$ cat config.mk
export PLATFORM = sky130hd
export DESIGN_NAME = memory
export DESIGN_NICKNAME = d
export VERILOG_FILES = /design/src/core_pkg.sv /design/src/memory.sv
export SDC_FILE = /design/constraint.sdc
export NUM_CORES = 1
export LEC_CHECK = 0
export BUFFER_PORTS_ARGS = -buffer_cell sky130_fd_sc_hd__buf_2
export CAP_MARGIN = 0
export CORE_AREA = 2 2 233 235
export DETAILED_ROUTE_END_ITERATION = 10
export DIE_AREA = 0 0 235 237
export PLACE_DENSITY = 0.3
export SYNTH_ARGS = -nofsm -noshare
export SYNTH_HDL_FRONTEND = slang
export SYNTH_SLANG_ARGS = --single-unit
$ cat constraint.sdc
create_clock -name vclk -period 1.2
set_input_delay 0.06 -clock vclk [all_inputs]
set_output_delay 0.06 -clock vclk [all_outputs]
set_load 0.01 [all_outputs]
$ cat src/core_pkg.sv
package core_pkg;

	typedef logic [63:0] word_t;
	typedef logic [63:0] addr_t;
	typedef logic [31:0] instr_t;
	typedef logic [4:0] creg_addr_t;

	localparam addr_t reset_pc = 64'h8000_0000;

	localparam logic [6:0] op_imm = 7'b0010011;
	localparam logic [6:0] op_reg = 7'b0110011;
	localparam logic [6:0] op_load = 7'b0000011;
	localparam logic [6:0] op_store = 7'b0100011;

	// funct3 of ld and sd.
	localparam logic [2:0] f3_dword = 3'b011;

	typedef enum logic [2:0] {
		alu_add,
		alu_sub,
		alu_and,
		alu_or,
		alu_xor
	} alu_op_t;

	typedef struct packed {
		logic valid;
		addr_t addr;
	} ibus_req_t;

	typedef struct packed {
		logic data_ok;
		instr_t data;
	} ibus_resp_t;

	typedef struct packed {
		logic valid;
		logic write;
		addr_t addr;
		word_t wdata;
	} dbus_req_t;

	typedef struct packed {
		logic data_ok;
		word_t data;
	} dbus_resp_t;

	typedef struct packed {
		logic regwrite;
		logic memread;
		logic memwrite;
		alu_op_t alu_op;
		logic use_imm;
	} ctl_t;

	typedef struct packed {
		addr_t pc;
		instr_t raw_instr;
	} fetch_data_t;

	typedef struct packed {
		addr_t pc;
		instr_t raw_instr;
		ctl_t ctl;
		creg_addr_t ra1;
		creg_addr_t ra2;
		creg_addr_t dst;
		word_t srca;
		word_t srcb;
		word_t imm;
	} decode_data_t;

	typedef struct packed {
		addr_t pc;
		instr_t raw_instr;
		ctl_t ctl;
		creg_addr_t dst;
		word_t result;
		word_t storedata;
	} execute_data_t;

	typedef struct packed {
		addr_t pc;
		instr_t raw_instr;
		logic regwrite;
		creg_addr_t dst;
		word_t writedata;
	} memory_data_t;

	typedef struct packed {
		logic valid;
		addr_t pc;
		instr_t instr;
		logic wen;
		creg_addr_t wdest;
		word_t wdata;
	} commit_t;

endpackage

$ cat src/memory.sv
`timescale 1ns/1ps

module memory (
	input logic clk,
	input logic reset,
	input core_pkg::execute_data_t dataE,
	input logic validE,
	output core_pkg::dbus_req_t dreq,
	input core_pkg::dbus_resp_t dresp,
	output core_pkg::memory_data_t dataM
);

	// the request stays up until data_ok, since the execute register holds.
	assign dreq.valid = validE & (dataE.ctl.memread | dataE.ctl.memwrite);
	assign dreq.write = dataE.ctl.memwrite;
	assign dreq.addr = dataE.result;
	assign dreq.wdata = dataE.storedata;

	// load data is taken in the data_ok cycle.
	assign dataM = '{pc: dataE.pc, raw_instr: dataE.raw_instr,
		regwrite: dataE.ctl.regwrite, dst: dataE.dst,
		writedata: dataE.ctl.memread ? dresp.data : dataE.result};

	dreq_stable: assert property (@(posedge clk) disable iff (reset)
		dreq.valid && !dresp.data_ok |=> $stable(dreq));

endmodule

# Word level (Yosys, flattened, before mapping)
# Cells that the tools add are included.
[word_totals]
reg_bits = 0
latchBits = 0
mem_bits_rw = 0
rom_bits = 0
inputBits = 304
output_inout_bits = 296
wordCells = 3
mem_count = 0
[op_classes]
add_sub_neg = 0
mul = 0
div = 0
n_lt_le_gt_ge = 0
n_eq_ne = 0
n_shift = 0
n_mux = 1
bitwise = 2
n_reduce_logical = 0
[ops]
columns = ["op", "n"]
rows = [
  ["2-to-1 mux 64 bit", 1],
  ["AND 1 bit", 1],
  ["bitwise OR 1 bit", 1],
]

# Depth between registers and ports, before layout
[logic_depth]
word_depth = 2
depth_mapped = 3
depth_no_buf = 1

# Worst setup path after synthesis
# OpenSTA, ideal clock, no wires.
[synth_timing]
path_type = "input to output"
start = "input port dataE[138] (netlist name)"
end = "output port dataM[13] (netlist name)"
arrival_time_ps = 672
required_ps = 1140
setup_slack_ps = 468
cell_stages = 3
path_buffers = 2
path_cell_list = "buf_6 -> buf_6 -> mux2_4"
[synth_lines]
columns = ["item", "line_no", "rtl"]
rows = [
  ["start, declared", "memory.sv:6", "input core_pkg::execute_data_t dataE,"],
  ["end, declared", "memory.sv:10", "output core_pkg::memory_data_t dataM"],
]

==> results_dict.tcl <==
set metrics [dict create \
    design.seq.count 0 \
    power_switching_w 0.000485 \
    vias 2084 \
    nNetsFinal 637 \
    finalSetupViolations 0 \
    overflow 0 \
    grt_max_degree 25 \
    cellLeakagePower_nw 1.53 \
    first_global_vias 1980 \
    synth.top_cell.area_share_pct 63.8 \
    finalMaxSlewViolations 0 \
    relSlewSlack_pct 84.6 \
    start_kind "input pin" \
    rows 85 \
    cp_slowest_cell "mux2_4" \
    timing.setup.tns_ps 0 \
    critPathMaxStageDelay_ps 300 \
    worstPathArrival_ps 1000 \
    worstPathRequired_ps 1140 \
    fp.dieH_um 237 \
    grt_antenna_before_repair 8 \
    ys_warn_count 0 \
    yosysUniqueCellTypes 6 \
    final_cell_mix "260 x buf_2, 49 x mux2_4, 15 x mux2_2, 3 x buf_4, 3 x buf_12" \
    rsz0062_at_grt "no" \
    dr.pass1.iters 3 \
    grt_pass1_wl_um 15700 \
    critPathCaptureType "primary output" \
    sw_frac_of_total_pct 45.1 \
    gp_congestion 0.715 \
    multi_input_area_um2 912 \
    die-area_mm2 0.0557 \
    worst_pin_slew_ps 231 \
    period_needed_ps 1060 \
    layout_commonest_cell "buf_2" \
    via_per_inst 2.03 \
    place_area_mm2 0.00317 \
    numPortBuffers 261 \
    area_growth_pct 16.7 \
    synth_area_leader_cell "buf_4" \
    pwr-share-clk_pct 0 \
    netlist_area_mm2 0.00272 \
    ir_worst_vdd_mv 0.0731 \
    fp.coreArea_mm2 0.0533 \
    design_area_mm2 0.00317 \
    synthTopCellsByArea "buf_4 64%, mux2_4 27%, mux2_2 6.2%" \
    p_seq_share_pct 0 \
    synthCells 303 \
    wl_per_cell_um 12.4 \
    ant_nets 0 \
    drtIter0Drc 21 \
    nFillCells 6270 \
    hpwl_um 11700 \
    crit_fanout 20 \
    die_x_um 235 \
    layout-drive-gt1-share_pct 99.7 \
    max_freq_ghz 0.947 \
    cts_hold_buf 0 \
    power_frac_comb_pct 100.0 \
    cts_resized 0 \
    initial_core_util_pct 5.10 \
    holdCritPathClass "input pin to primary output" \
    ys_seq_area_share_pct 0 \
    powerDensity_mw_per_mm2 339 \
    drt_wl_total_um 12800 \
    drv_cap 0 \
    finalCritPeriodShare_pct 88.0 \
    syn_avg_cell_area_um2 8.97 \
    syn_nets 607 \
    outcome "completed" \
    nClkBuffers 0 \
    hold_violations 0 \
    crit_chain "buf_4, buf_12, buf_12, mux2_4, buf_2" \
    crit_path_frequent_cell "buf_12" \
    grt_usage_pct 4.04 \
    worst-setup-path-type "input pin to primary output" \
    intPower_w 0.000590 \
    cts_setup_buffers 0 \
    layout.area.seq_um2 0 \
    drc_errors 0 \
    io_pins 600 \
]
[layout make-up]
| cell class | count | area share [%] |
|---|---|---|
| antenna | 2 | 0.158 |
| tap | 696 | 27.5 |
| multi-input combinational | 65 | 28.8 |
| timing repair buffer | 266 | 43.6 |
[critical path, delay by kind of cell]
family   cells  cell delay, ps
buf+inv      4             610
mux          1             300
[synthesized netlist by cell type]
library cell and n:
o21a_1 1, buf_4 231, buf_2 1, mux2_2 15, buf_6 6, mux2_4 49
[kinds of logic (layout without fill, tap and decap cells)]
group	after synthesis	after routing	share of synthesized area (%)
buffers and inverters	238	266	66.5
multiplexers	64	64	33.3
AO/OA/AOI/OAI	1	1	0.276
other	0	2	0
[path summary, 6_finish.rpt]
check | startpoint | to | cells past startpoint | slack, ps
worst max-delay path | dataE[138] | dataM[56] | 5 | 140
worst min-delay path | dataE[173] | dataM[103] | 0 | 120
[per-stage QoR]
stage | hold slack, ps | std cells | total power, W | util, % | setup slack, ps
2_1_floorplan | 212 | 303 | 0.00123 | - | 468
4_1_cts | 120 | 1027 | 0.00110 | 5.94 | 135
3_3_place_gp | 120 | 1027 | 0.00110 | 5.94 | 132
5_1_grt | 120 | 1029 | 0.00115 | 5.95 | 103
3_5_place_dp | 120 | 1027 | 0.00110 | 5.94 | 136
6_report | 120 | 1029 | 0.00108 | 5.95 | 145
[power groups by stage]
stage                          Clock [W]  Sequential (W)  Combinational (W)
after floorplan                        0               0            0.00123
after global placement                 0               0            0.00110
after detailed placement               0               0            0.00110
after CTS                              0               0            0.00110
after global routing      0.000000000223               0            0.00115
final                     0.000000000224               0            0.00108
[routing by layer]
layer | share of wire [%] | global-route usage [%] | wire length [um] | up-vias
li1 | - | - | - | 801
met1 | 24 | 2.76 | 3040 | 859
met2 | 46 | 7.08 | 5940 | 336
met3 | 19 | 2.81 | 2430 | 86
met4 | 11 | 3.93 | 1380 | 2
met5 | 0.10 | 0 | 13 | -
(Power assumes the default switching activity.)
