--- config.mk ---
export PLATFORM = sky130hd
export DESIGN_NAME = execute
export DESIGN_NICKNAME = d
export VERILOG_FILES = /design/src/core_pkg.sv /design/src/execute.sv
export SDC_FILE = /design/constraint.sdc
export NUM_CORES = 1
export LEC_CHECK = 0
export ABC_AREA = 1
export BUFFER_PORTS_ARGS = -buffer_cell sky130_fd_sc_hd__buf_2
export CAP_MARGIN = 10
export CORE_AREA = 3 3 261 263
export DETAILED_ROUTE_END_ITERATION = 8
export DIE_AREA = 0 0 264 266
export GPL_ROUTABILITY_DRIVEN = 0
export PLACE_DENSITY = 0.39
export SLEW_MARGIN = 15
export SYNTH_ARGS = -nofsm -noshare
export SYNTH_HDL_FRONTEND = slang
export SYNTH_SLANG_ARGS = --single-unit
export TNS_END_PERCENT = 10
--- constraint.sdc ---
create_clock -name vclk -period 13.4
set_input_delay 2.68 -clock vclk [all_inputs]
set_output_delay 2.68 -clock vclk [all_outputs]
set_load 0.01 [all_outputs]
--- src/core_pkg.sv ---
package core_pkg;

	typedef logic [63:0] word_t;
	typedef logic [63:0] addr_t;
	typedef logic [31:0] instr_t;
	typedef logic [4:0] creg_addr_t;

	localparam addr_t reset_pc = 64'h8000_0000;

	localparam logic [6:0] op_imm = 7'b0010011;
	localparam logic [6:0] op_reg = 7'b0110011;
	localparam logic [6:0] op_load = 7'b0000011;
	localparam logic [6:0] op_store = 7'b0100011;

	// funct3 of ld and sd.
	localparam logic [2:0] f3_dword = 3'b011;

	typedef enum logic [2:0] {
		alu_add,
		alu_sub,
		alu_and,
		alu_or,
		alu_xor
	} alu_op_t;

	typedef struct packed {
		logic valid;
		addr_t addr;
	} ibus_req_t;

	typedef struct packed {
		logic data_ok;
		instr_t data;
	} ibus_resp_t;

	typedef struct packed {
		logic valid;
		logic write;
		addr_t addr;
		word_t wdata;
	} dbus_req_t;

	typedef struct packed {
		logic data_ok;
		word_t data;
	} dbus_resp_t;

	typedef struct packed {
		logic regwrite;
		logic memread;
		logic memwrite;
		alu_op_t alu_op;
		logic use_imm;
	} ctl_t;

	typedef struct packed {
		addr_t pc;
		instr_t raw_instr;
	} fetch_data_t;

	typedef struct packed {
		addr_t pc;
		instr_t raw_instr;
		ctl_t ctl;
		creg_addr_t ra1;
		creg_addr_t ra2;
		creg_addr_t dst;
		word_t srca;
		word_t srcb;
		word_t imm;
	} decode_data_t;

	typedef struct packed {
		addr_t pc;
		instr_t raw_instr;
		ctl_t ctl;
		creg_addr_t dst;
		word_t result;
		word_t storedata;
	} execute_data_t;

	typedef struct packed {
		addr_t pc;
		instr_t raw_instr;
		logic regwrite;
		creg_addr_t dst;
		word_t writedata;
	} memory_data_t;

	typedef struct packed {
		logic valid;
		addr_t pc;
		instr_t instr;
		logic wen;
		creg_addr_t wdest;
		word_t wdata;
	} commit_t;

endpackage

--- src/execute.sv ---
`timescale 1ns/1ps

module execute (
	input core_pkg::decode_data_t dataD,
	input core_pkg::word_t srca,
	input core_pkg::word_t srcb,
	output core_pkg::execute_data_t dataE
);

	core_pkg::word_t opb;
	core_pkg::word_t alu_out;

	assign opb = dataD.ctl.use_imm ? dataD.imm : srcb;

	// loads and stores use alu_add, so the result is the address.
	always_comb begin
		case (dataD.ctl.alu_op)
			core_pkg::alu_sub: alu_out = srca - opb;
			core_pkg::alu_and: alu_out = srca & opb;
			core_pkg::alu_or: alu_out = srca | opb;
			core_pkg::alu_xor: alu_out = srca ^ opb;
			default: alu_out = srca + opb;
		endcase
	end

	assign dataE = '{pc: dataD.pc, raw_instr: dataD.raw_instr, ctl: dataD.ctl,
		dst: dataD.dst, result: alu_out, storedata: srcb};

endmodule

Word level (Yosys, flattened, before mapping)
Cells that the tools add are included.
{"block": "totals", "ff_bits": 0, "input_bits": 438}
{"block": "op_classes", "add_sub_neg": 2, "n_eq_ne": 4, "mux": 2, "bitwise_logic": 3}
{"cell": "$pmux 64 s4", "count": 1}
{"cell": "$add 64x64->64", "count": 1}
{"cell": "$and 64x64->64", "count": 1}
{"cell": "$mux 64", "count": 1}
{"cell": "$or 64x64->64", "count": 1}
{"cell": "$sub 64x64->64", "count": 1}
{"cell": "$xor 64x64->64", "count": 1}
{"cell": "$eq 3x2->1 const B", "count": 2}
{"cell": "$eq 3x1->1 const B", "count": 1}
{"cell": "$eq 3x3->1 const B", "count": 1}

Logic depth before layout (Yosys ltp)
{"block": "depth", "depth_word": 3, "mapped_depth": 33, "ltp_nobuf": 31}

Least setup slack after synthesis
No wires, ideal clock.
{"block": "synth_timing", "kind": "input to output", "from": "input port dataD[207] (netlist bit)", "to": "output port dataE[111] (netlist bit)", "arrival_time_ns": 5.800, "t_required_ns": 10.720, "setup_slack_ns": 4.920, "cell_stages": 29, "cell_sequence": "buf_6 -> inv_4 -> buf_6 -> nand2_1 -> nand2_1 -> inv_1 -> ha_1 -> nand2_2 -> nor2_4 -> inv_2 -> nor2_4 -> nand2_2 -> nor2_4 -> nand2_1 -> nand2_2 -> nand2_2 -> nor2_2 -> xor2_1 -> ha_1 -> a21oi_1 -> o21a_1 -> nand2_1 -> a21oi_1 -> nand2_1 -> nand2_1 -> nand3_1 -> nand2_1 -> nand2_1 -> o21ai_0"}
{"item": "from (decl)", "line_no": "execute.sv:4", "text": "input core_pkg::decode_data_t dataD,"}
{"item": "to (decl)", "line_no": "execute.sv:7", "text": "output core_pkg::execute_data_t dataE"}

==> results.json <==
{
  "status": "complete, no violations",
  "cp.arrival_ns": 8.00,
  "cpMaxStageDelayCell": "inv_4",
  "finalMaxSlewViolations": 0,
  "final_nets": 3286,
  "first_global_vias": 15000,
  "required_ns": 10.72,
  "viasPerCell": 4.48,
  "final.min_clock_period_ns": 10.68,
  "ir_drop_mv": 0.0153,
  "numPortBuffers": 328,
  "grt_pass1_wl_um": 101000,
  "finalSetupViolCount": 0,
  "synthDistinctLibCells": 51,
  "critPathKind": "in2out",
  "grt_usage_pct": 19.2,
  "regArea_um2": 0,
  "power_leakage_uw": 0.00860,
  "grt_max_degree": 78,
  "area_growth_pct": 8.94,
  "path_delay_family": "simple AND/OR/NAND/NOR gates",
  "num_rows": 94,
  "dp_hpwl_um": 62800,
  "utilization_pct": 22.4,
  "synth_area_um2": 13600,
  "drv_cap": 0,
  "yosysSeqAreaShare_pct": 0,
  "yosys_warnings": 0,
  "core_um2": 65900,
  "wl_um": 71000,
  "synth_fp_nets": 3170,
  "worst_slew_pin_slew_ns": 0.999,
  "die_y_um": 266,
  "finalCritPeriodShare_pct": 79.7,
  "ios": 674,
  "vias": 15800,
  "ctsResizeCount": 0,
  "layout_common_cells": "nand2_1, inv_1, buf_2",
  "post_drt_wl_per_cell_um": 20.2,
  "drive_gt1_share_pct": 16.2,
  "path_common_cell": "nand2_1",
  "min_to": "dataE[130]",
  "crit_buf_inv": 4,
  "dieArea_um2": 70200,
  "cp-start-kind": "input port",
  "holdCritStartpoint": "dataD[194]",
  "rsz0062_at_grt": "no",
  "ant_nets": 0,
  "cp-end-kind": "output port",
  "start_util_pct": 20.6,
  "hold_viol": 0,
  "layout_commonest_cell": "nand2_1",
  "drtPass1Iterations": 5,
  "postCtsHoldBufs": 0,
  "fin_setup_tns_ns": 0,
  "slew_headroom_pct": 33.4,
  "synth_area_per_cell_um2": 5.34,
  "drt_iter0_drc": 1085,
  "fillers": 7975,
  "max_freq_ghz": 0.0936,
  "power.density_nw_per_um2": 54.3,
  "cts_setup_buffers": 0,
  "nClkBuffers": 0,
  "drc": 0,
  "min_path_cells": 0,
  "yosysTopAreaCellShare_pct": 22.7,
  "cpPeakStageDelay_ns": 0.50,
  "crit_fanout": 66,
  "synth_area_leader_cell": "nand2_1",
  "ys_top_cells_by_area": "nand2_1, ha_1, inv_1",
  "grt_overflow_total": 0,
  "die_w_um": 264,
  "netlist_instances": 2539,
  "seq_cell_count": 0,
  "hold_path.class": "in2out",
  "antenna_found_initial": 20
}
==> through the flow <==
step / hold WS (ns) / instance area, um^2 / total power, uW / setup slack [ns] / cells
after CTS: 5.36 / 14800 / 804 / 2.77 / 3517
final: 5.36 / 14800 / 803 / 2.72 / 3520
after global routing: 5.36 / 14800 / 889 / 2.35 / 3518
after detailed placement: 5.36 / 14800 / 800 / 2.78 / 3517
after floorplan: 5.45 / 13600 / 518 / 4.92 / 2539
after global placement: 5.36 / 14800 / 800 / 2.78 / 3517
==> power by group <==
part	internal [uW]	switching, uW
sequential	0	0
combinational	248	555
clock	0.0000207	0
total	248	555
==> how the worst max path moves through the flow <==
| stage | cells after the start | end | start | slack, ns |
|---|---|---|---|---|
| final | 25 | dataE[101] | dataD[207] | 2.72 |
| after global routing | 26 | dataE[101] | dataD[207] | 2.35 |
| after floorplan | 29 | dataE[111] | dataD[207] | 4.92 |
| after detailed placement | 27 | dataE[115] | dataD[207] | 2.78 |
| after global placement | 26 | dataE[114] | dataD[207] | 2.78 |
| after CTS | 27 | dataE[115] | dataD[207] | 2.77 |
==> metal layers <==
layer  share of wire, %  routed length, um  track usage (%)  up-vias
met4                1.9               1380             2.96       20
met5               0.18                125                0        -
met2                 44              31100             31.2      469
li1                   -                  -                -     7956
met3                5.6               4010             2.47       83
met1                 48              34400             27.5     7233
==> layout make-up <==
type	count	area (um^2)	share of cell area (%)
Multi-Input combinational cell	1875	10300	69.9
Tap cell	864	1080	7.32
Inverter	443	1670	11.3
Timing Repair Buffer	335	1700	11.5
Antenna cell	3	7.51	0.0508
==> cells by family (layout without fill, tap and decap cells) <==
| logic type | after synthesis | after routing | share of synthesized area [%] |
|---|---|---|---|
| AOI/OAI and AO/OA | 286 | 286 | 13.1 |
| xor gates and xnor gates | 81 | 81 | 5.23 |
| adders and majority gates | 193 | 193 | 17.9 |
| buffers and inverters | 664 | 778 | 24.1 |
| other | 0 | 3 | 0 |
| and+or+nand+nor | 1315 | 1315 | 39.7 |
==> cells in the mapped netlist (25+ instances only) <==
cell type,count
o21ai_0,67
inv_1,426
a21oi_1,94
clkbuf_1,30
ha_1,192
nand2_2,31
nor2_1,289
xor2_1,79
nand2_1,822
a221oi_1,44
o21ai_1,25
buf_4,176
nand3_1,84
Power figures use the tool's default switching activity.
