$ cat src/core_pkg.sv
package core_pkg;

	typedef logic [63:0] word_t;
	typedef logic [63:0] addr_t;
	typedef logic [31:0] instr_t;
	typedef logic [4:0] creg_addr_t;

	localparam addr_t reset_pc = 64'h8000_0000;

	localparam logic [6:0] op_imm = 7'b0010011;
	localparam logic [6:0] op_reg = 7'b0110011;
	localparam logic [6:0] op_load = 7'b0000011;
	localparam logic [6:0] op_store = 7'b0100011;

	// funct3 of ld and sd.
	localparam logic [2:0] f3_dword = 3'b011;

	typedef enum logic [2:0] {
		alu_add,
		alu_sub,
		alu_and,
		alu_or,
		alu_xor
	} alu_op_t;

	typedef struct packed {
		logic valid;
		addr_t addr;
	} ibus_req_t;

	typedef struct packed {
		logic data_ok;
		instr_t data;
	} ibus_resp_t;

	typedef struct packed {
		logic valid;
		logic write;
		addr_t addr;
		word_t wdata;
	} dbus_req_t;

	typedef struct packed {
		logic data_ok;
		word_t data;
	} dbus_resp_t;

	typedef struct packed {
		logic regwrite;
		logic memread;
		logic memwrite;
		alu_op_t alu_op;
		logic use_imm;
	} ctl_t;

	typedef struct packed {
		addr_t pc;
		instr_t raw_instr;
	} fetch_data_t;

	typedef struct packed {
		addr_t pc;
		instr_t raw_instr;
		ctl_t ctl;
		creg_addr_t ra1;
		creg_addr_t ra2;
		creg_addr_t dst;
		word_t srca;
		word_t srcb;
		word_t imm;
	} decode_data_t;

	typedef struct packed {
		addr_t pc;
		instr_t raw_instr;
		ctl_t ctl;
		creg_addr_t dst;
		word_t result;
		word_t storedata;
	} execute_data_t;

	typedef struct packed {
		addr_t pc;
		instr_t raw_instr;
		logic regwrite;
		creg_addr_t dst;
		word_t writedata;
	} memory_data_t;

	typedef struct packed {
		logic valid;
		addr_t pc;
		instr_t instr;
		logic wen;
		creg_addr_t wdest;
		word_t wdata;
	} commit_t;

endpackage

$ cat src/fwdmux.sv
`timescale 1ns/1ps

module fwdmux (
	input core_pkg::decode_data_t dataD,
	input logic validE,
	input logic validM,
	input core_pkg::execute_data_t dataE,
	input core_pkg::memory_data_t dataM,
	output core_pkg::word_t srca,
	output core_pkg::word_t srcb
);

	logic e_wr;
	logic m_wr;

	assign e_wr = validE & dataE.ctl.regwrite;
	assign m_wr = validM & dataM.regwrite;

	// execute holds the younger producer, so it is checked first.
	function automatic core_pkg::word_t fwd(input core_pkg::creg_addr_t ra,
		input core_pkg::word_t rf_val);
		if (ra == '0)
			return rf_val;
		if (e_wr && dataE.dst == ra)
			return dataE.result;
		if (m_wr && dataM.dst == ra)
			return dataM.writedata;
		return rf_val;
	endfunction

	always_comb begin
		srca = fwd(dataD.ra1, dataD.srca);
		srcb = fwd(dataD.ra2, dataD.srcb);
	end

endmodule

$ cat config.mk
export PLATFORM = sky130hd
export DESIGN_NAME = fwdmux
export DESIGN_NICKNAME = d
export VERILOG_FILES = /design/src/core_pkg.sv /design/src/fwdmux.sv
export SDC_FILE = /design/constraint.sdc
export NUM_CORES = 1
export LEC_CHECK = 0
export ABC_CLOCK_PERIOD_IN_PS = 2650
export BUFFER_PORTS_ARGS = -buffer_cell sky130_fd_sc_hd__buf_4
export CORE_AREA = 2 2 331 333
export DETAILED_ROUTE_END_ITERATION = 8
export DIE_AREA = 0 0 333 335
export RECOVER_POWER = 25
export SLEW_MARGIN = 10
export SYNTH_ARGS = -nofsm -noshare
export SYNTH_HDL_FRONTEND = slang
export SYNTH_SLANG_ARGS = --single-unit
export TNS_END_PERCENT = 20
$ cat constraint.sdc
create_clock -name vclk -period 2.65
set_clock_uncertainty 0.1 [all_clocks]
set_input_delay 0.53 -clock vclk [all_inputs]
set_output_delay 0.53 -clock vclk [all_outputs]
set_load 0.05 [all_outputs]
; Yosys cells after proc, flatten, opt, wreduce, memory -nomap -nowiden
; Index checks and enable logic that the tools add are counted.
[totals]
ff_bits = 0
out_inout_bits = 128
[op_classes]
eq_ne = 4
mux = 24
n_bitwise = 2
reduce_logical = 6
[ops]
columns = operator, n
row1 = $mux W64, 12
row2 = $eq A5 B5 Y1, 4
row3 = $mux W1, 12
row4 = $logic_not A5 Y1, 2
row5 = $logic_and A1 B1 Y1, 4
row6 = $and A1 B1 Y1, 2

; Longest topological paths before layout
[logic_depth]
depth_word = 9
depth_mapped = 7
mapped_depth_nobuf = 5

; Least setup slack after synthesis
; No wires, ideal clock.
[synth_timing]
path_type = input to output
start = input port dataM[67] (netlist name)
end = output port srca[0]
t_arrival_ns = 2.382
path_slack_ns = -0.362
path_stages = 6
path_cell_list = xor2_1 > nor4_2 > nand2_1 > a21boi_1 > buf_6 > a2bb2oi_1
[synth_between]
elab_chain_cells = 8
elab_cells_between_ends = 9
[synth_lines]
columns = item, line_no
row1 = start: declaration, fwdmux.sv:8  ; input core_pkg::memory_data_t dataM,
row2 = $eq A5 B5 Y1 *, fwdmux.sv:26  ; if (m_wr && dataM.dst == ra)
row3 = $logic_and A1 B1 Y1 *, fwdmux.sv:26
row4 = $mux W1 (2 in a row), fwdmux.sv:26
row5 = $mux W1, fwdmux.sv:24  ; if (e_wr && dataE.dst == ra)
row6 = $mux W64 *, fwdmux.sv:28  ; return rf_val;
row7 = $mux W64 *, fwdmux.sv:26
row8 = $mux W64 *, fwdmux.sv:24
row9 = end: declaration, fwdmux.sv:9  ; output core_pkg::word_t srca,
; Every way passes the cells marked *; elsewhere a longest branch is shown, timed or not. The select of a mux whose other input is x is not followed.

; Final worst setup path
[layout_timing]
start = input port dataE[128] (netlist name)
end = output port srca[5]
[layout_between]
elab_chain_cells = 7
elab_cells_between_ends = 9
[layout_lines]
columns = item, line_no
row1 = start: declaration, fwdmux.sv:7  ; input core_pkg::execute_data_t dataE,
row2 = $eq A5 B5 Y1 *, fwdmux.sv:24
row3 = $logic_and A1 B1 Y1 *, fwdmux.sv:24
row4 = $mux W64, fwdmux.sv:24
row5 = $mux W64, fwdmux.sv:26
row6 = $mux W64, fwdmux.sv:28
row7 = $mux W64 *, fwdmux.sv:26
row8 = $mux W64 *, fwdmux.sv:24
; Marked as above.

==> run metrics <==
vias in the first global route=6077; kind of critical path=input port to output port; Hold/Removal Path Class=input port to output port; share of the synthesized area in the top cell type=0.5136; WHS Path Cells=3; Via Count=5767; post-cts hold buffer count=0; failing checks=negative setup slack; register area=0 um^2; Tot GR Track Use=0.08909; Crit Path Max Fanout=8; fin worst setup slack=-0.5045 ns; cell taking the most area after synthesis=a2bb2oi_2; period utilisation layout=1.190; clkbuf count=0; Ys Warns=0; pre-CTS setup slack=-0.5900 ns; DRC=0; average cell area after synthesis=~10 um^2; wire per inst=around 25 um; grt total ovfl=0; global-route wire length before repair=64.06 mm; kind of end point of the critical path=output port; Placed Cells=2213; synthesized area=around 3500 um^2; hold slack=approximately 1.3 ns; post-DP HPWL=44.42 mm; GP Congestion=~0.86; core area=108100 um^2; Startpoint Class=input port; Seq/Total Area, Yosys=0; IO Port Bufs=between 400 and 500; setup TNS=-50.22 ns; die width=between 300 and 400 um; io pins=842; Final Instance Count excl. Fillers=between 2000 and 2500; Hold Path Origin=dataD[151]; die area=around 110000 um^2; Initial Util=0.03246; area grow syn2layout=226.2%; RSZ-0062 raised after global routing=yes; most frequent cells in the layout=buf_4, buf_6, a2bb2oi_2, o22ai_1, buf_12; pwr dens=183.1 nW/um^2; initial antenna violation count=11; Synth area leaders=a2bb2oi_2, o22ai_1, buf_12; largest net degree at the start of global routing=49; drt first pass iters=4; Max Cap Viol=0; final hold violation count=0; maximum VDD drop=0.0001137 V; Post-DP Area=9047 um^2; leading cell type in the layout, fill and taps excluded=buf_4; row count=121; die height=approximately 340 um; worst-margin pin slew=0.6307 ns; Synth Instances=352; Final Slew Violations=0; Worst slew margin=0.5795; Nets=1542; final instance area=about 11000 um^2; arrival time at the worst endpoint=around 2.5 ns; routed vias/inst=2.570; drt initial violations=between 200 and 250; Hold Path End=srca[23]; status=finished, violations left; synthesized net count=1066; final setup fails=approximately 130; P_leak=4.285 nW; minimum clock period=3.154 ns; post-synthesis cell type count=20; Highest Clock Rate=0.3170 GHz; Pwr Total=~2.1 mW; WP data required=2.02 ns; post-route ant nets=0; layout cells sized above 1=0.8826; FF+latch count=0; final core occ=0.1059; drt total wl=55.96 mm
[where the power goes]
part,total (mW),internal (mW),switching (mW)
Sequential,0,0,0
Clock,0.000000171,0.000000171,0
Combinational,2.09,0.944,1.15
Total,2.09,0.944,1.15
[logic make-up after synthesis]
logic type / Yosys count / share of synthesized area
compound gates: 260 / 0.7828
buf+inv: 54 / 0.1369
xor+xnor: 20 / 0.04993
simple gates: 18 / 0.03031
[area by class of cell]
class                           count  area, um^2
Tap cell                         1414        1769
Timing Repair Buffer              528        5499
Multi-Input combinational cell    298        4165
Antenna cell                        4       10.01
Fill cell                       12405       96650
[synth_stat cells]
cell,count
a21boi_1,1
a21boi_2,1
a2bb2oi_1,6
a2bb2oi_2,120
buf_12,12
buf_2,18
buf_6,8
clkbuf_1,16
nand2_1,6
nand4_1,2
nor2_1,4
nor3_1,2
nor4_2,1
nor4_4,1
o22ai_1,128
o2bb2a_1,2
o311ai_4,2
or3_1,2
xnor2_1,8
xor2_1,12
[layer usage]
metal / vias to the layer above / share of wire / track usage
li1: 2527 / - / -
met1: 2713 / 0.43 / 0.1161
met2: 475 / 0.35 / 0.1138
met3: 52 / 0.20 / 0.06985
met4: 0 / 0.024 / 0.01280
met5: - / 0 / 0
[timing repair]
item                                    CTS  global route
gates resized for setup                 316            89
pin swaps                                79            54
gates cloned                              4             7
endpoints found under the hold margin     0             0
endpoints found under the setup margin  128           128
buffers inserted                          7            15
[worst max path at each step]
| stage | from | endpoint | slack (ns) | cells after the start |
|---|---|---|---|---|
| after floorplan | dataM[67] | srca[0] | -0.36 | 6 |
| after global placement | dataE[129] | srca[29] | -0.55 | 9 |
| after detailed placement | dataD[201] | srcb[5] | -0.59 | 10 |
| after CTS | dataD[201] | srcb[45] | -0.45 | 12 |
| after global routing | dataE[128] | srcb[22] | -0.56 | 12 |
| final | dataE[128] | srca[5] | -0.50 | 10 |
[critical path: stages]
cell       delay (ns)
buf_8            0.10
xnor2_2          0.16
nand4_1          0.14
buf_4            0.17
o311ai_4         0.29
buf_6            0.21
buf_8            0.22
o22ai_1          0.13
a2bb2oi_2        0.31
buf_6            0.23
(Power assumes the default switching activity.)
